File: config.mk
export PLATFORM = sky130hd
export DESIGN_NAME = serial_link_top
export DESIGN_NICKNAME = d
export VERILOG_FILES = /design/src/verilog/link_pkg.sv /design/src/verilog/rx_frame_if.sv /design/src/verilog/uart_rx.sv /design/src/verilog/uart_tx.sv /design/src/verilog/rx_status.sv /design/src/verilog/serial_link_top.sv
export VERILOG_INCLUDE_DIRS = /design/src /design/src/verilog
export SDC_FILE = /design/constraint.sdc
export NUM_CORES = 1
export LEC_CHECK = 0
export CAP_MARGIN = 30
export CORE_AREA = 2 2 87 89
export DETAILED_ROUTE_END_ITERATION = 10
export DIE_AREA = 0 0 89 91
export DONT_BUFFER_PORTS = 1
export MAX_ROUTING_LAYER = met4
export PLACE_DENSITY_LB_ADDON = 0.3
export SLEW_MARGIN = 20
export SYNTH_ARGS = -nofsm -noshare
export SYNTH_HDL_FRONTEND = slang
export SYNTH_SLANG_ARGS = --single-unit
File: constraint.sdc
create_clock -name baud_clk -period 1.8 [get_ports baud_clk]
set_clock_uncertainty 0.2 [all_clocks]
set_input_delay 0.54 -clock baud_clk [delete_from_list [all_inputs] [get_ports baud_clk]]
set_output_delay 0.54 -clock baud_clk [all_outputs]
set_load 0.02 [all_outputs]
File: src/verilog/link_params.svh
`ifndef LINK_PARAMS_SVH
`define LINK_PARAMS_SVH

// Frame layout: start, data LSB first, parity, stop

`define LINK_DATA_BITS   8      // Payload bits per frame

`define LINK_FRAME_BITS  11     // Start + data + parity + stop

// Set to 1'b1 for odd parity
`define LINK_ODD_PARITY  1'b0   // Required XOR of data and parity bit

`define LINK_COUNT_BITS  16     // Width of status counters

`define LINK_IDLE_LEVEL  1'b1   // Line level between frames, also the stop bit

`endif

File: src/verilog/link_pkg.sv
package link_pkg;

    `include "link_params.svh"

    typedef logic [`LINK_DATA_BITS-1:0]  data_t;    // One payload byte
    typedef logic [`LINK_COUNT_BITS-1:0] count_t;   // Frame and error counters
    typedef logic [3:0]                  bit_idx_t; // Bit position inside a frame

    // Receiver FSM
    typedef enum logic [1:0] {
        RX_IDLE,                            // Waiting for start bit
        RX_DATA,                            // Data and parity bits
        RX_STOP                             // Sampling stop bit
    } rx_state_t;

    // Transmitter FSM
    typedef enum logic {
        TX_IDLE,                            // Line held at idle level
        TX_SHIFT                            // Frame going out
    } tx_state_t;

endpackage

File: src/verilog/rx_frame_if.sv
`timescale 1ns/1ps

// One decoded frame, receiver to status block
interface rx_frame_if;

    link_pkg::data_t data;                  // Received payload
    logic            valid;                 // One-cycle strobe per frame
    logic            parity_error;          // Valid with strobe only
    logic            stop_error;            // Valid with strobe only

    modport source (
        output data,
        output valid,
        output parity_error,
        output stop_error
    );

    // No handshake, sink takes frame in the valid cycle
    modport sink (
        input  data,
        input  valid,
        input  parity_error,
        input  stop_error
    );

endinterface

File: src/verilog/uart_rx.sv
`timescale 1ns/1ps
`include "link_params.svh"

module uart_rx (
    input  logic       baud_clk,            // One edge per bit time
    input  logic       reset,               // Sync, active high
    input  logic       rx_line,             // Serial input
    rx_frame_if.source frame                // Decoded frame out
);

    link_pkg::rx_state_t      state;        // Receiver FSM
    link_pkg::bit_idx_t       bit_cnt;      // Bits stored in this frame
    logic [`LINK_DATA_BITS:0] shift_reg;    // Parity in MSB, data below
    logic                     parity_bad;   // Parity rule violated
    logic                     valid_q;      // Frame strobe
    logic                     parity_err_q;
    logic                     stop_err_q;

    // XOR over data and parity must equal the configured parity mode
    assign parity_bad = ((^shift_reg) != `LINK_ODD_PARITY);

    // Data bits sit in the low part once all nine are shifted in
    assign frame.data         = shift_reg[`LINK_DATA_BITS-1:0];
    assign frame.valid        = valid_q;
    assign frame.parity_error = parity_err_q;
    assign frame.stop_error   = stop_err_q;

    // Control path
    always_ff @(posedge baud_clk) begin
        if (reset) begin
            state        <= link_pkg::RX_IDLE;
            bit_cnt      <= '0;
            valid_q      <= 1'b0;
            parity_err_q <= 1'b0;
            stop_err_q   <= 1'b0;
        end else begin
            valid_q      <= 1'b0;           // Strobes last one cycle
            parity_err_q <= 1'b0;
            stop_err_q   <= 1'b0;
            case (state)
                link_pkg::RX_IDLE: begin
                    if (rx_line != `LINK_IDLE_LEVEL) begin  // Start bit seen
                        state   <= link_pkg::RX_DATA;
                        bit_cnt <= '0;
                    end
                end

                link_pkg::RX_DATA: begin
                    bit_cnt <= bit_cnt + link_pkg::bit_idx_t'(1);
                    // Last of data plus parity
                    if (bit_cnt == link_pkg::bit_idx_t'(`LINK_DATA_BITS)) begin
                        state <= link_pkg::RX_STOP;
                    end
                end

                link_pkg::RX_STOP: begin
                    valid_q      <= 1'b1;       // Errored frames strobe too
                    parity_err_q <= parity_bad;
                    stop_err_q   <= (rx_line != `LINK_IDLE_LEVEL);
                    state        <= link_pkg::RX_IDLE;  // Ready for next start bit
                end

                default: begin
                    state <= link_pkg::RX_IDLE;
                end
            endcase
        end
    end

    // Payload shifter, LSB arrives first
    always_ff @(posedge baud_clk) begin
        if (state == link_pkg::RX_DATA) begin
            shift_reg <= {rx_line, shift_reg[`LINK_DATA_BITS:1]};
        end
    end

endmodule

File: src/verilog/uart_tx.sv
`timescale 1ns/1ps
`include "link_params.svh"

module uart_tx (
    input  logic            baud_clk,       // One edge per bit time
    input  logic            reset,          // Sync, active high
    input  link_pkg::data_t tx_data,        // Byte to send
    input  logic            tx_start,       // Start strobe
    output logic            tx_line,        // Serial output
    output logic            tx_busy         // High while a frame is out
);

    link_pkg::tx_state_t         state;     // Transmitter FSM
    link_pkg::bit_idx_t          bit_cnt;   // Bit currently on the line
    logic [`LINK_FRAME_BITS-1:0] frame_sr;  // Stop, parity, data, start
    logic                        parity_bit;
    logic                        start_ok;  // Start accepted this cycle

    // Makes XOR of data and parity equal the parity mode
    assign parity_bit = (^tx_data) ^ `LINK_ODD_PARITY;

    assign start_ok = (state == link_pkg::TX_IDLE) && tx_start;  // Ignored while busy
    assign tx_busy  = (state == link_pkg::TX_SHIFT);

    // Control path, line output registered
    always_ff @(posedge baud_clk) begin
        if (reset) begin
            state   <= link_pkg::TX_IDLE;
            bit_cnt <= '0;
            tx_line <= `LINK_IDLE_LEVEL;
        end else begin
            case (state)
                link_pkg::TX_IDLE: begin
                    tx_line <= `LINK_IDLE_LEVEL;
                    if (tx_start) begin
                        state   <= link_pkg::TX_SHIFT;
                        bit_cnt <= '0;
                        tx_line <= ~`LINK_IDLE_LEVEL;   // Start bit
                    end
                end

                link_pkg::TX_SHIFT: begin
                    // Stop bit has had its cycle
                    if (bit_cnt == link_pkg::bit_idx_t'(`LINK_FRAME_BITS - 1)) begin
                        state   <= link_pkg::TX_IDLE;
                        tx_line <= `LINK_IDLE_LEVEL;
                    end else begin
                        bit_cnt <= bit_cnt + link_pkg::bit_idx_t'(1);
                        tx_line <= frame_sr[1];         // Next bit before shift
                    end
                end

                default: begin
                    state   <= link_pkg::TX_IDLE;
                    tx_line <= `LINK_IDLE_LEVEL;
                end
            endcase
        end
    end

    // Frame register, loaded once per accepted start
    always_ff @(posedge baud_clk) begin
        if (start_ok) begin
            frame_sr <= {`LINK_IDLE_LEVEL, parity_bit, tx_data, ~`LINK_IDLE_LEVEL};
        end else if (state == link_pkg::TX_SHIFT) begin
            frame_sr <= {`LINK_IDLE_LEVEL, frame_sr[`LINK_FRAME_BITS-1:1]};  // Fill with idle
        end
    end

endmodule

File: src/verilog/rx_status.sv
`timescale 1ns/1ps

module rx_status (
    input  logic             baud_clk,      // Bit clock
    input  logic             reset,         // Synchronous active high
    rx_frame_if.sink         frame,         // From receiver
    output link_pkg::count_t frame_count,   // All received frames
    output link_pkg::count_t error_count,   // Frames with any error
    output link_pkg::data_t  last_data      // Last error-free byte
);

    logic frame_bad;                        // Parity or stop failed

    assign frame_bad = frame.parity_error | frame.stop_error;

    // Frame counter wraps at full scale
    always_ff @(posedge baud_clk) begin
        if (reset) begin
            frame_count <= '0;
        end else if (frame.valid) begin
            frame_count <= frame_count + link_pkg::count_t'(1);
        end
    end

    // Error counter wraps at full scale
    always_ff @(posedge baud_clk) begin
        if (reset) begin
            error_count <= '0;
        end else if (frame.valid && frame_bad) begin
            error_count <= error_count + link_pkg::count_t'(1);
        end
    end

    // Bad frames leave the previous byte in place
    always_ff @(posedge baud_clk) begin
        if (reset) begin
            last_data <= '0;                // Zero until the first good frame
        end else if (frame.valid && !frame_bad) begin
            last_data <= frame.data;
        end
    end

endmodule

File: src/verilog/serial_link_top.sv
`timescale 1ns/1ps

module serial_link_top (
    input  logic             baud_clk,          // One edge per bit time
    input  logic             reset,             // Sync, active high
    input  logic             rx_line,           // Serial in
    input  link_pkg::data_t  tx_data,           // Byte to send
    input  logic             tx_start,          // Send strobe
    output logic             tx_line,           // Serial out
    output logic             tx_busy,           // Transmitter busy
    output link_pkg::data_t  rx_data,           // Last good byte
    output logic             rx_valid,          // Frame strobe
    output logic             rx_parity_error,   // With rx_valid
    output logic             rx_stop_error,     // With rx_valid
    output link_pkg::count_t frame_count,
    output link_pkg::count_t error_count
);

    rx_frame_if frame_bus ();                   // Receiver to status

    uart_tx i_tx (
        .baud_clk (baud_clk),
        .reset    (reset),
        .tx_data  (tx_data),
        .tx_start (tx_start),
        .tx_line  (tx_line),
        .tx_busy  (tx_busy)
    );

    uart_rx i_rx (
        .baud_clk (baud_clk),
        .reset    (reset),
        .rx_line  (rx_line),
        .frame    (frame_bus.source)
    );

    rx_status i_status (
        .baud_clk    (baud_clk),
        .reset       (reset),
        .frame       (frame_bus.sink),
        .frame_count (frame_count),
        .error_count (error_count),
        .last_data   (rx_data)
    );

    // Receiver strobes straight out
    assign rx_valid        = frame_bus.valid;
    assign rx_parity_error = frame_bus.parity_error;
    assign rx_stop_error   = frame_bus.stop_error;

endmodule

# Word level (Yosys, flattened, before mapping)
# Index checks and enable logic that the tools add are counted.
dict set report classes {
  eq_ne 8
  mux 17
  bitwise 4
  n_reduce_logical 13
  addsub 4
}
# op count
set ops {}
lappend ops {{adder 16 x 1 -> 16 bit (second input constant)} 2}
lappend ops {{two-way mux 10 bit} 2}
lappend ops {{case mux 4 bit (2 select lines)} 2}
lappend ops {{two-way mux 4 bit} 3}
lappend ops {{parity 9 bit} 1}
lappend ops {{adder 4 x 1 -> 4 bit (second input constant)} 2}
lappend ops {{== test 4 bit (second input constant)} 2}
lappend ops {{parity 8 bit} 1}
lappend ops {{!= test 2 bit (second input constant)} 3}
lappend ops {{AND reduction 2 bit} 3}
lappend ops {{two-way mux 1 bit} 5}
lappend ops {{two-way mux 2 bit} 2}
lappend ops {{case mux 1 bit (2 select lines)} 2}
lappend ops {{case mux 2 bit (2 select lines)} 1}
lappend ops {{nonzero test 2 bit} 2}
lappend ops {{logical AND 1 bit} 3}
lappend ops {{NOT 1 bit} 3}
lappend ops {{== test 2 x 1 -> 1 bit (second input constant)} 1}
lappend ops {{== test 2 bit (second input constant)} 1}
lappend ops {{logical NOT 2 bit} 1}
lappend ops {{!= test 2 x 1 -> 1 bit (second input constant)} 1}
lappend ops {{OR reduction 2 bit} 1}
lappend ops {{logical NOT 1 bit} 1}
lappend ops {{bitwise OR 1 bit} 1}
dict set report totals {
  reg_bits 74
  elab_cells 60
  in_bits 12
}

# Depth between registers and ports, before layout
dict set report depth {
  ltp_word 3
  depth_mapped 6
  depth_no_buf 6
}

# Hierarchy
# Synthesis repeated with hierarchy kept, for this count alone.
dict set report unflattened {
  hier_cells 338
  hier_area_um2 3291.9
}
# mod area_each_um2 seq_area_each_um2 n_inst cells_each
set by_module_without_submodules {}
lappend by_module_without_submodules {rx_status 1788.0 800.8 1 203}
lappend by_module_without_submodules {uart_rx 775.7 450.4 1 63}
lappend by_module_without_submodules {uart_tx 728.2 390.4 1 72}

# Least setup slack after synthesis
# Ideal clock, no wire load.
dict set report synth_timing {
  path_kind {flip-flop to flip-flop}
  start {register i_status.error_count[2]}
  end {register i_status.error_count[15]}
  n_path_buf 0
  arrival_time_ns 1.772
  required_time_ns 1.479
  stages_incl_launch_ff 5
  path_slack_ns -0.293
  path_cell_list {dfxtp_1 o211ai_2 or4_4 nor3_1 mux2_2}
}
dict set report synth_via {
  elab_chain_cells 1
}
# item line
set synth_rtl {}
lappend synth_rtl {{start, declared} rx_status.sv:8} ;# output link_pkg::count_t error_count,
lappend synth_rtl {{start signal, assigned} rx_status.sv:30} ;# error_count <= error_count + link_pkg::count_t'(1);
lappend synth_rtl {{adder 16 x 1 -> 16 bit} rx_status.sv:30}
# No other way between the ends.
# A chain may end at the register's enable or synchronous reset.

# Final worst setup path
dict set report layout_timing {
  start {register i_status.error_count[3]}
  end {register i_status.error_count[15]}
}
# The elaborated chain is that of the path after synthesis.

==> results.md <==
* Count leader, synth: dfxtp_1
* Share of the synthesized area in the top cell type at 35.4%
* Distinct cells, synth at 40
* Final setup viols at 0
* Ant diodes at 0
* DR DRC count at 0
* CP peak stage delay at 580 ps
* Final Hold Viols at 0
* Max_cap viols at 0
* Worst-Margin Slew at approximately 670 ps
* Worst path cell trace: nand4_4 > or4_4 > nor3_4 > mux2_4
* WP data arrival at 1840 ps
* Synth area leader: dfxtp_1
* WS Path Type: reg2reg
* CTS root buffer: clkbuf_8
* Synth top cells by count: dfxtp_1, nor2_1, nand2_1
* Routed WL at approximately 6 mm
* Vias at 2350
* Number of synthesized flops with an enable pin at 18
* Worst hold slack at 52.2 ps
* Delay-heaviest family, CP: simple AND/OR/NAND/NOR gates
* Async S/R FF share, synth at 0%
* Leakage Power at 0.00143 uW
* Outcome: finished, final reports clean
* Post-Synthesis Cells at 315
* Worst Path Buf+Inv at 0
* Max Slew Vio Count at 0
* GRT Residual Overflow at 0
* Synth-to-Final Area Change at 21.6%
* Initial detailed-routing violation count at 130
* Busiest grt layer: met2
* Sequential power share at 57.5%
* Clock transition at path regs at 80 ps
* Placed insts at 446
* Hold Path Class: in2reg
* Die Y at 91 um
* Global-route met1 utilization at 21.0%
* Post-Layout Cell Count at between 400 and 500
* Met2 Use GR at 23.4%
* Period utilization at around 100%
* Clock tree buffer depth at 2
* Comb power frac at under 10%
* CTS HTree Levels at 3
* Core ar. at 0.00714 mm^2
* First-pass GRT wire length at between 10 and 15 mm
* Nature of the critical path startpoint: flop
* Post-Syn Nets at 333
* Crit. End Element: flop
* Worst-path fanout max at 5
* Top_reg_cell synth: dfxtp_1
* Fin crit period at 1800 ps
* Initial antenna violation count at 0
* Post-DP HPWL at 4.18 mm
* Post-synthesis sequential area ratio at between 50% and 60%
* Leading cell types by total area after synthesis: dfxtp_1, edfxtp_1, xnor2_1, nor2_1, nand2_1
* Drt first pass iters at 4
* TritonCTS clock tree: yes
* Final antenna-violating net count at 0
* Hold path start: rx_line
* Vias/cell at 5.08
* Clock tree sinks at 73
* Row cnt at 31
* P_sw at 738 uW
* Starting utilization of the core area at 43.6%
* Yosys warnings at 0
* Dpl cell area at 0.00358 mm^2
* Final Wtd Congestion at 0.828
* Register bit total from synthesis at 73
* Final Instance Area at 0.00378 mm^2
* Internal at 2310 uW
* Share of cells above drive strength 1 at 23.6%
* FF-to-FF setup slack at 2 ps
* Hold depth at 1
* Hold-fix buffers, CTS at 0
* DR WL/cell at 13.0 um
* Part of the power in the clock network at between 30 and 40%
* Slew HR at 55.2%
* Biggest regs: i_status.error_count: 16 flops, i_status.frame_count: 16 flops
* Vias in the first global route at 2270
* Power Dens Cells at 806 mW/mm^2
* Worst r2r src: i_status.error_count[3]
* Final Power at 3050 uW
* Peak VDD IR at 0.382 mV
* CP required at around 1800 ps
* Die width at 89 um
* Nets at between 300 and 400
* Register-to-Register Path Depth at 4
* Total CTS buffers at 9
* Max Clock Freq at 556 MHz
* GRT Total Usage at 16.2%
* WHS Endpoint: i_rx.frame.stop_error
* Boundary pin count at between 50 and 60
* Die area at approximately 0.0081 mm^2
* Avg Inst Size Synth at between 9 and 10 um^2
* Clk_lat worst skew at 340 ps
* Crit Reg-Reg Endpoint: i_status.error_count[15]
* Number of port buffers at 0
* Area of the mapped netlist at 0.00311 mm^2
* Slowest cell on crit path: or4_4
* Switch share at 24.2%
* RSZ-0062 raised after global routing: yes
* Largest net degree at the start of global routing at 56
* Met3 global-route usage at approximately 4.3%
## how the worst max path moves through the flow
stage | start | to | slack [ps] | depth (start not counted)
floorplan | i_rx.frame.stop_error | i_status.error_count[15] | -70 | 4
detailed placement | i_rx.frame.stop_error | i_status.error_count[15] | -20 | 4
global route | i_status.error_count[3] | i_status.error_count[15] | -60 | 4
CTS | i_rx.frame.stop_error | i_status.error_count[15] | -7 | 4
finish | i_status.error_count[3] | i_status.error_count[15] | 2 | 4
global placement | i_rx.frame.stop_error | i_status.error_count[15] | -20 | 4
## layout by cell type (no fill, tap or decap), types with 9 or more instances in the layout
cell	netlist	layout
nand2_1	33	32
dfxtp_1	55	42
inv_1	10	10
xor2_1	12	12
nor2_1	41	41
edfxtp_1	18	18
xnor2_1	24	24
nand4_1	9	9
a21oi_1	16	14
clkbuf_8	0	9
buf_4	0	43
## power groups by stage
stage / logic [uW] / registers, uW / clock network (uW)
detailed placement: 160 / 1790 / 0
global placement: 157 / 1790 / 0
CTS: 162 / 1750 / 1180
global route: 176 / 1760 / 1240
finish: 158 / 1750 / 1140
floorplan: 145 / 1780 / 0
## layout make-up
type                            count  area [um^2]
Clock buffer                       10          128
Clock inverter                      6         43.8
Fill cell                         686         3360
Inverter                           10         37.5
Multi-Input combinational cell    221         1440
Sequential cell                    73         1680
Tap cell                           99          124
Timing Repair Buffer               44          334
## worst register-to-register path, stage by stage (launching register included)
cell and delay [ps]:
dfxtp_4 370, nand4_4 100, or4_4 580, nor3_4 140
mux2_4 310
## through the flow
step                setup WS, ps  util (%)  setup TNS (ps)
CTS                        -7.44      52.6           -7.44
finish                      2.12      53.0               0
detailed placement         -21.4      50.1           -21.4
floorplan                  -71.7         -           -71.7
global route               -55.8      53.0            -169
global placement           -21.5      50.1           -21.5
## routing by layer
layer	vias up	routed length (um)
met5	-	0
met4	0	112
met3	9	298
met2	52	2750
met1	1105	2870
li1	1184	-
## timing repair
| item | CTS | global route |
|---|---|---|
| buffers inserted | 0 | 1 |
| pin swaps | 1 | 6 |
| resized for setup | 1 | 5 |
| setup endpoints to repair | 1 | 8 |
## logic make-up after synthesis
kind of cell    share of synthesized area [%]
compound gates                           9.45
xor+xnor                                 10.9
fa+ha+maj                                2.41
buf+inv                                  2.57
flops                                    52.8
mux                                      2.45
simple gates                             19.5
Power figures use the tool's default switching activity.
